==> config.mk <==
export PLATFORM = sky130hd
export DESIGN_NAME = token_store
export DESIGN_NICKNAME = d
export VERILOG_FILES = /design/src/hdl/attn_pkg.sv /design/src/hdl/token_store.sv
export SDC_FILE = /design/constraint.sdc
export NUM_CORES = 2
export LEC_CHECK = 0
export BUFFER_PORTS_ARGS = -buffer_cell sky130_fd_sc_hd__buf_2
export CAP_MARGIN = 20
export CELL_PAD_IN_SITES_DETAIL_PLACEMENT = 0
export CELL_PAD_IN_SITES_GLOBAL_PLACEMENT = 2
export CORE_ASPECT_RATIO = 0.9
export CORE_MARGIN = 1
export CORE_UTILIZATION = 30
export CTS_BUF_LIST = sky130_fd_sc_hd__clkbuf_4
export DETAILED_ROUTE_END_ITERATION = 8
export PLACE_DENSITY_LB_ADDON = 0.3
export SYNTH_ARGS = -nofsm -noshare
export SYNTH_HDL_FRONTEND = slang
export SYNTH_SLANG_ARGS = --single-unit
==> constraint.sdc <==
create_clock -name clk -period 3.79 [get_ports clk]
set_clock_uncertainty 0.1 [all_clocks]
set_input_delay 0.758 -clock clk [delete_from_list [all_inputs] [get_ports clk]]
set_output_delay 0.758 -clock clk [all_outputs]
set_load 0.01 [all_outputs]
==> src/hdl/attn_pkg.sv <==
// sizes, element types and phase encoding for the attention engine; T is limited to 1..8
package attn_pkg;

    localparam int DIM             = 8;
    localparam int BEATS_PER_PHASE = 64;
    localparam int BEAT_W          = 6;
    localparam int SCORE_DIVISOR   = 3;

    typedef logic signed [7:0]  data_t;
    typedef logic        [3:0]  seq_len_t;
    // eight 8x8 products
    typedef logic signed [18:0] proj_t;
    // eight 19x19 products
    typedef logic signed [39:0] score_t;
    typedef logic signed [63:0] out_t;

    typedef data_t  data_row_t  [DIM];
    typedef proj_t  proj_row_t  [DIM];
    typedef score_t score_row_t [DIM];

    typedef enum logic [2:0] {
        PH_IDLE,
        PH_LOAD_Q,
        PH_LOAD_K,
        PH_LOAD_V,
        PH_OUTPUT
    } phase_t;

endpackage

==> src/hdl/token_store.sv <==
// token and Q weight storage; a token row past seq_len_q is stored as zero
`timescale 1ns/10ps

module token_store (
    input  logic                        clk,
    input  logic                        rst_n,
    input  attn_pkg::data_t             in_data,
    input  attn_pkg::data_t             w_q,
    input  attn_pkg::phase_t            phase,
    input  logic [attn_pkg::BEAT_W-1:0] beat,
    input  attn_pkg::seq_len_t          seq_len_q,
    output attn_pkg::data_row_t         token_col,
    output attn_pkg::data_t             wq_elem
);
    import attn_pkg::*;

    data_t           x_mem  [BEATS_PER_PHASE];
    data_t           wq_mem [BEATS_PER_PHASE];
    logic [BEAT_W:0] valid_beats;
    logic            load_en;
    data_t           x_in;

    assign valid_beats = (BEAT_W+1)'(seq_len_q) * (BEAT_W+1)'(DIM);

    // idle keeps rewriting slot 0, so the beat taken with in_valid is what stays.
    // beat 0 is always inside the sequence, even against a stale seq_len_q
    assign load_en = (phase == PH_IDLE) || (phase == PH_LOAD_Q);
    assign x_in    = ({1'b0, beat} < valid_beats) ? in_data : '0;

    always_ff @(posedge clk or negedge rst_n) begin
        if (!rst_n) begin
            for (int n = 0; n < BEATS_PER_PHASE; n++) begin
                x_mem[n]  <= '0;
                wq_mem[n] <= '0;
            end
        end else if (load_en) begin
            x_mem[beat]  <= x_in;
            wq_mem[beat] <= w_q;
        end
    end

    // column of X matching the weight row of this beat
    always_comb begin
        for (int i = 0; i < DIM; i++) begin
            token_col[i] = x_mem[i * DIM + int'(beat[5:3])];
        end
    end

    assign wq_elem = wq_mem[beat];

endmodule

==> flow_metrics.tcl <==
set metrics [dict create \
    status "finished with violations" \
    violations "setup timing" \
    nNetsFinal 4144 \
    power_leakage_nw 24.5 \
    initial_core_util 0.302 \
    yosys_register_bits 1024 \
    yosysSeqAreaShare 0.580 \
    irDropWorstVdd_uv 330 \
    yosysUniqueCellTypes 51 \
    cts_buffers 301 \
    synth_area_um2 44200 \
    clk_pin_slew_ns 0.07 \
    post-route-period-util 1.09 \
    start_kind "flop" \
    critPathKind "flop to primary output" \
    nFillCells 14828 \
    hold_class "input pin to flop" \
    vias 31522 \
    htree_levels 5 \
    setup_viol 6 \
    fp-row-count 133 \
    synth_top_family_by_area "multiplexers" \
    worst_pin_slew_ns 0.954 \
    hold_start "w_q[1]" \
    clk_latency_ns 1.22 \
    grt_pass1_vias 32727 \
    synthMuxAreaShare 0.181 \
    avgViaCountPerCell 5.04 \
    core_um2 146000 \
    wl_um 148000 \
    area_growth_pct 19.0 \
    syn_avg_cell_area_um2 11.7 \
    grt_max_degree 106 \
    antenna_found_initial 6 \
    grt_pass1_wl_um 223000 \
    cts_tree "yes" \
    synthSimpleGateAreaFrac 0.0708 \
    crit_required_ns 2.93 \
    layout_common_cells "1,024 x dfrtp_1, 600 x nand2_1, 560 x mux2_2, 524 x o21ai_0, 431 x clkbuf_4" \
    fin_ws_ns -0.356 \
    grt_setup_unrepaired "yes" \
    max_freq_mhz 241 \
    drive_above_1_share 0.349 \
    final_core_util 0.360 \
    postSynthCellCount 3786 \
    drt_iter0_drc 2046 \
    drv_slew 0 \
    portBuffers 101 \
    dp_cells 5751 \
    synth_area_leaders "dfrtp_1 58%, mux2_2 14%, o21ai_0 6.0%" \
    die_width_um 407 \
    final_cells 6251 \
    powerDensity_nw_per_um2 471 \
    pre_cts_ws_ns -0.205 \
    grt_overflow_total 0 \
    hold_viol 0 \
    fp.dieH_um 366 \
    postCtsSetupRepairBufs 0 \
    drt_pass1_iterations 5 \
    die-area_um2 149000 \
    maxSlewHeadroom 0.364 \
    critical_path_arrival_ns 3.29 \
    post-route-min-period_ns 4.15 \
    final_common_cell "dfrtp_1" \
    grt_usage 0.202 \
    synth_xor_area_frac 0 \
    worstReg2RegStart "wq_mem[381]$_DFFE_PN0P_" \
    cp-end-kind "primary output" \
    clkSinkCount 1024 \
    ys_warn_count 0 \
    max_cap_violations 0 \
    io_pins 103 \
    antenna_left 0 \
    synth_compound_area_frac 0.134 \
    drt-wirelength-per-cell_um 23.7 \
    post-route-drc-count 0 \
    hpwl_um 90400 \
    gp_congestion 0.778 \
    synthAdderAreaFrac 0.000566 \
    synth_top_area_share 0.580 \
    startpoint "wq_mem[328]$_DFFE_PN0P_" \
    root_buffer "clkbuf_4" \
    synth_nets 3819 \
    cts.path.max_buffers 4 \
    yosys.area.top_type "dfrtp_1" \
    worst-path-max-fanout 2 \
]
## sequential cells by signal, summed over array words and instances (netlist names)
register / count
wq_mem: 512
x_mem: 512
## repair_timing
item	CTS	global route
hold buffers	14	0
setup endpoints to repair	8	8
gates cloned	0	0
resized for setup	48	17
hold endpoints to repair	1390	0
pin swaps	19	9
## where the power goes
part	internal, mW	total (mW)	switching [mW]
combinational	1.07	2.54	1.47
sequential	11.8	12.2	0.421
clock	5.29	10.1	4.76
total	18.1	24.8	6.66
## final timing paths
| check | to | slack (ns) | depth (start not counted) |
|---|---|---|---|
| max in group asynchronous | wq_mem[405]$_DFFE_PN0P_ | 2.61 | 4 |
| hold / removal | wq_mem[121]$_DFFE_PN0P_ | 0.17 | 2 |
| hold reg to reg | x_mem[326]$_DFFE_PN0P_ | 0.38 | 2 |
| min in group asynchronous | wq_mem[307]$_DFFE_PN0P_ | 0.33 | 3 |
| setup reg to reg | wq_mem[381]$_DFFE_PN0P_ | 2.86 | 1 |
| setup / recovery | wq_elem[0] | -0.36 | 8 |
## stage by stage
step,total power [mW],instance area (um2),hold WS (ns),TNS [ns]
after floorplan,13.7,44200,0.350,0
after global placement,14.8,48500,0.362,-1.21
after detailed placement,14.9,48600,0.370,-0.456
after CTS,25.2,52400,0.0372,-2.62
after global routing,26.2,52600,0.0752,-2.85
final,24.8,52600,0.169,-1.32
## Yosys cell counts, drive strengths merged
master / n
a2111oi: 1
a211o: 1
a211oi: 4
a21o: 2
a21oi: 27
a221oi: 49
a222oi: 1
a22o: 2
a22oi: 304
a311oi: 1
a31o: 1
a31oi: 5
and2: 3
and3: 1
and3b: 1
buf: 89
clkbuf: 276
dfrtp: 1024
ha: 2
inv: 4
mux2: 570
mux2i: 64
mux4: 41
nand2: 605
nand2b: 6
nand3: 12
nand3b: 2
nand4: 69
nor2: 22
nor2b: 9
nor3: 3
nor3b: 4
o211ai: 6
o21ai: 535
o221ai: 1
o22ai: 31
o311ai: 1
or2: 3
or3: 3
or3b: 1
## final cells by class
class	count	area, um2	area share
inverters	4	15.0	0.000286
repair buffers	387	3500	0.0665
diodes	9	22.5	0.000428
flip-flops and latches	1024	25600	0.488
clock buffers	431	3240	0.0616
multi-input cells	2393	17500	0.333
well taps	1957	2450	0.0466
clock inverters	46	230	0.00438
## critical path, cell delays in order (launching register included)
cell,delay [ns]
dfrtp_1,0.39
mux2_4,0.29
a221oi_4,0.25
o22ai_2,0.14
a22oi_1,0.17
buf_4,0.19
nand3_4,0.09
or3_4,0.38
buf_6,0.14
## logic make-up after synthesis
logic type               after synthesis
AO/OA/AOI/OAI                        972
adder cells (fa/ha/maj)                2
multiplexers                         675
buffers and inverters                369
flip-flops                          1024
AND/OR/NAND/NOR                      744
## per-layer routing
| metal | vias to the layer above | part of all wire | track usage |
|---|---|---|---|
| li1 | 14450 | - | - |
| met3 | 241 | 0.043 | 0.0361 |
| met1 | 16151 | 0.48 | 0.289 |
| met2 | 680 | 0.45 | 0.306 |
| met4 | 0 | 0.025 | 0.0683 |
| met5 | - | 0 | 0 |
(Power assumes the default switching activity.)
