==> src/hdl/attn_pkg.sv <==
// sizes, element types and phase encoding for the attention engine; T is limited to 1..8
package attn_pkg;

    localparam int DIM             = 8;
    localparam int BEATS_PER_PHASE = 64;
    localparam int BEAT_W          = 6;
    localparam int SCORE_DIVISOR   = 3;

    typedef logic signed [7:0]  data_t;
    typedef logic        [3:0]  seq_len_t;
    // eight 8x8 products
    typedef logic signed [18:0] proj_t;
    // eight 19x19 products
    typedef logic signed [39:0] score_t;
    typedef logic signed [63:0] out_t;

    typedef data_t  data_row_t  [DIM];
    typedef proj_t  proj_row_t  [DIM];
    typedef score_t score_row_t [DIM];

    typedef enum logic [2:0] {
        PH_IDLE,
        PH_LOAD_Q,
        PH_LOAD_K,
        PH_LOAD_V,
        PH_OUTPUT
    } phase_t;

endpackage

==> src/hdl/attn_ctrl.sv <==
// phase sequencer; seq_len outside 1..8 is unsupported and a new load must wait for out_valid low
`timescale 1ns/10ps

module attn_ctrl (
    input  logic                        clk,
    input  logic                        rst_n,
    input  logic                        in_valid,
    input  attn_pkg::seq_len_t          seq_len,
    output attn_pkg::phase_t            phase,
    output logic [attn_pkg::BEAT_W-1:0] beat,
    output attn_pkg::seq_len_t          seq_len_q
);
    import attn_pkg::*;

    phase_t            phase_nxt;
    logic [BEAT_W-1:0] beat_nxt;
    logic [BEAT_W:0]   burst_len;
    logic              load_last;
    logic              burst_last;

    // one output per element of a T x 8 result
    assign burst_len  = (BEAT_W+1)'(seq_len_q) * (BEAT_W+1)'(DIM);
    assign load_last  = (beat == BEAT_W'(BEATS_PER_PHASE - 1));
    assign burst_last = ({1'b0, beat} == burst_len - 1'b1);

    always_comb begin
        phase_nxt = phase;
        beat_nxt  = beat + 1'b1;
        case (phase)
            PH_IDLE: begin
                beat_nxt = '0;
                // the idle edge with in_valid high already takes beat 0
                if (in_valid) begin
                    phase_nxt = PH_LOAD_Q;
                    beat_nxt  = BEAT_W'(1);
                end
            end
            PH_LOAD_Q: begin
                if (load_last) begin
                    phase_nxt = PH_LOAD_K;
                end
            end
            PH_LOAD_K: begin
                if (load_last) begin
                    phase_nxt = PH_LOAD_V;
                end
            end
            PH_LOAD_V: begin
                if (load_last) begin
                    phase_nxt = PH_OUTPUT;
                end
            end
            PH_OUTPUT: begin
                if (burst_last) begin
                    phase_nxt = PH_IDLE;
                    beat_nxt  = '0;
                end
            end
            default: begin
                phase_nxt = PH_IDLE;
                beat_nxt  = '0;
            end
        endcase
    end

    always_ff @(posedge clk or negedge rst_n) begin
        if (!rst_n) begin
            phase     <= PH_IDLE;
            beat      <= '0;
            seq_len_q <= seq_len_t'(1);
        end else begin
            phase <= phase_nxt;
            beat  <= beat_nxt;
            if (phase == PH_IDLE && in_valid) begin
                seq_len_q <= seq_len;
            end
        end
    end

endmodule

==> config.mk <==
export PLATFORM = sky130hd
export DESIGN_NAME = attn_ctrl
export DESIGN_NICKNAME = d
export VERILOG_FILES = /design/src/hdl/attn_pkg.sv /design/src/hdl/attn_ctrl.sv
export SDC_FILE = /design/constraint.sdc
export NUM_CORES = 1
export LEC_CHECK = 0
export BUFFER_PORTS_ARGS = -buffer_cell sky130_fd_sc_hd__buf_2
export CAP_MARGIN = 0
export CORE_MARGIN = 2
export CORE_UTILIZATION = 30
export DETAILED_ROUTE_END_ITERATION = 10
export MAX_ROUTING_LAYER = met4
export PLACE_DENSITY_LB_ADDON = 0.05
export SYNTH_ARGS = -nofsm -noshare
export SYNTH_HDL_FRONTEND = slang
export SYNTH_SLANG_ARGS = --single-unit
==> constraint.sdc <==
create_clock -name clk -period 2.7 [get_ports clk]
set_input_delay 0 -clock clk [delete_from_list [all_inputs] [get_ports clk]]
set_output_delay 0 -clock clk [all_outputs]
set_load 0.005 [all_outputs]
==> impl_metrics.py <==
metrics = {
    "status": {
        "status": "finished, final reports clean",
    },
    "timing": {
        "min_period_over_period_pct": 74.6,
        "fin_crit_ns": 2.01,
        "rsz0062_at_grt": "false",
        "tns_ns": 0,
        "whs_ns": 0.131,
        "finalHoldViolCount": 0,
        "setup_viol": 0,
        "slew-limit-headroom_pct": 72.1,
        "skew_ns": 0.00238,
        "final_max_slew_viol_count": 0,
        "fmax_mhz": 497,
        "worst_pin_slew_ns": 0.416,
        "fin_ws_ns": 0.687,
    },
    "cells_and_area": {
        "syn_to_final_growth_pct": 30.5,
        "layout_common_cells": "buf_2, dfrtp_1, nand2_1",
        "final_common_cell": "buf_2",
        "drive_above_1_share_pct": 28.1,
        "utilization_pct": 41.2,
        "diodes": 0,
        "layout.nets": 106,
    },
    "detailed_routing": {
        "ant_nets": 0,
        "drc_errors": 0,
        "dr.pass1.iters": 4,
        "wl_mm": 1.58,
        "vias": 583,
        "drtIter0Drc": 2,
        "avgViaCountPerCell": 4.70,
        "wl_per_cell_um": 12.7,
    },
    "worst_setup_path": {
        "required_ns": 2.86,
        "cp-end-kind": "flip-flop",
        "critPathSlowestCell": "dfstp_2",
        "slowest_delay_ns": 0.57,
        "r2r-end": "beat[4]$_DFF_PN0_",
        "r2r_start": "seq_len_q[0]$_DFFE_PN1P_",
        "critPathTopFamily": "simple AND/OR/NAND/NOR gates",
        "rrSetupSlack_ns": 0.69,
        "worst_setup_path_start_kind": "flip-flop",
        "crit_type": "flip-flop to flip-flop",
        "crit_chain": "inv_1, ha_1, xor2_1, or4b_4, a211oi_4, nor2_1",
        "cp_max_fo": 5,
        "arrival_ns": 2.18,
        "r2r_cells": 6,
        "crit_buf_inv": 1,
    },
    "yosys": {
        "synth_fp_nets": 77,
        "ys_seq_area_share_pct": 46.8,
        "yosys_warnings": 0,
        "syn_area_per_cell_um2": 10.3,
        "synth_cells": 68,
        "ys_ff_latch": 13,
        "synth.distinct_cells": 28,
        "mappedNetlistArea_um2": 698,
    },
    "cts": {
        "clk_path_buf_depth": 2,
        "cts_buffers": 3,
        "post_cts_buffers": 0,
        "ctsHtreeMaxLevel": 1,
        "clock-sinks": 13,
        "cts_tree": "yes",
        "cts-root-buf": "clkbuf_4",
        "ctsResizeCount": 0,
        "clk_pin_slew_worst_paths_ns": 0.08,
        "insertion_delay_ns": 0.28,
    },
    "global_routing": {
        "grtUsageMet3_pct": 3.71,
        "grt_overflow": 0,
        "use_met2_pct": 21.3,
        "grt_pass1_vias": 565,
        "grt_busiest_layer": "met2",
        "grt.total_usage_pct": 13.8,
        "grt_max_degree": 14,
        "grt_use_met1_pct": 16.8,
        "grt_pass1_wl_mm": 2.61,
        "antenna_found_initial": 0,
    },
    "die": {
        "dieArea_mm2": 0.00273,
        "initial_core_util_pct": 31.6,
        "die_w_um": 52.2,
        "die_y_um": 52.2,
        "coreArea_mm2": 0.00221,
        "row_count": 17,
        "io_pins": 20,
    },
    "place": {
        "pre_cts_slack_ns": 0.681,
        "gp_congestion": 0.685,
        "place_hpwl_mm": 1.16,
        "port_buffers": 19,
    },
    "power": {
        "leakage_nw": 0.421,
        "power-per-cell-area_mw_per_mm2": 366,
        "ir_drop_uv": 148,
        "power.total_w": 0.000333,
    },
    "min_path": {
        "hold_class": "input pin to asynchronous set/reset pin",
    },
    "job": {
        "max_cap_violations": 0,
    },
}
area by class of cell:
| cell class | count | area (um^2) |
|---|---|---|
| sequential | 13 | 327 |
| fill | 244 | 1300 |
| tap | 28 | 35.0 |
| multi-input combinational | 51 | 357 |
| timing repair buffer | 25 | 155 |
| inverter | 3 | 11.3 |
| clock buffer | 4 | 26.3 |
power by group:
group | leakage [nW] | total (W) | internal (W) | switching, W
sequential | 0.153 | 0.000195 | 0.000195 | 0
combinational | 0.254 | 0.0000149 | 0.00000874 | 0.00000614
clock | 0.0150 | 0.000124 | 0.0000573 | 0.0000665
total | 0.421 | 0.000333 | 0.000261 | 0.0000726
per-stage QoR:
stage               instance area (um^2)  instances
detailed placement                   825        114
floorplan                            698         68
finish                               911        124
global placement                     825        114
CTS                                  911        124
global route                         911        124
synth_stat cells:
cell type / number / share of area (%)
or4b_4: 1 / 2.0
a211oi_4: 1 / 2.9
and2_1: 1 / 0.90
clkbuf_1: 1 / 0.54
dfstp_2: 1 / 3.8
xor2_1: 6 / 7.5
nand3b_1: 1 / 1.1
o21ai_0: 3 / 2.1
o211ai_1: 1 / 1.1
ha_1: 2 / 3.6
o31ai_1: 1 / 1.1
nor3b_1: 1 / 1.1
mux2i_1: 1 / 1.4
nand3_1: 3 / 2.1
o41ai_1: 1 / 1.3
nor2_1: 5 / 2.7
and3_2: 1 / 1.1
xnor2_1: 3 / 3.8
dfrtp_1: 12 / 43
nand2_1: 7 / 3.8
mux2_1: 2 / 3.2
nor3_1: 1 / 0.72
nor2b_1: 1 / 0.90
or2_2: 1 / 0.90
nand4_1: 3 / 2.7
a21oi_1: 2 / 1.4
inv_1: 3 / 1.6
and3_1: 2 / 1.8
repair_timing:
| action | in CTS | in global routing |
|---|---|---|
| setup endpoints to repair | 0 | 0 |
| hold buffers | 6 | 0 |
| hold endpoints to repair | 18 | 0 |
worst reg2reg max path, stage by stage (launching register included):
cell and delay (ns):
dfstp_2 0.57, inv_1 0.06, ha_1 0.20, xor2_1 0.15, or4b_4 0.51, a211oi_4 0.31
nor2_1 0.09
kinds of logic (layout without fill, tap and decap cells):
logic type,after synthesis,in the layout,synth area share [%]
multiplexers,3,3,4.66
flip-flops,13,13,46.8
AO/OA/AOI/OAI,9,9,9.86
AND/OR/NAND/NOR,28,28,21.7
adder cells (fa/ha/maj),2,2,3.58
XOR/XNOR,9,9,11.3
buffers and inverters,4,32,2.15
worst max path at each step:
stage / start / end / slack, ns / cells past startpoint
floorplan: seq_len_q[0]$_DFFE_PN1P_ / beat[5]$_DFF_PN0_ / 0.77 / 6
global placement: seq_len_q[0]$_DFFE_PN1P_ / beat[4]$_DFF_PN0_ / 0.72 / 6
detailed placement: seq_len_q[0]$_DFFE_PN1P_ / beat[4]$_DFF_PN0_ / 0.68 / 6
CTS: seq_len_q[0]$_DFFE_PN1P_ / beat[4]$_DFF_PN0_ / 0.66 / 6
global route: seq_len_q[0]$_DFFE_PN1P_ / beat[4]$_DFF_PN0_ / 0.57 / 6
finish: seq_len_q[0]$_DFFE_PN1P_ / beat[4]$_DFF_PN0_ / 0.69 / 6
per-layer routing:
layer	up-vias	wire length [um]
met1	269	759
met3	5	69
met2	18	714
met5	-	0
met4	0	34
li1	291	-
flip-flops by register name (all words and copies together), names as in the netlist:
signal / count
seq_len_q: 4
beat: 6
phase: 3
Note: power is estimated with default switching activity, not from simulation.
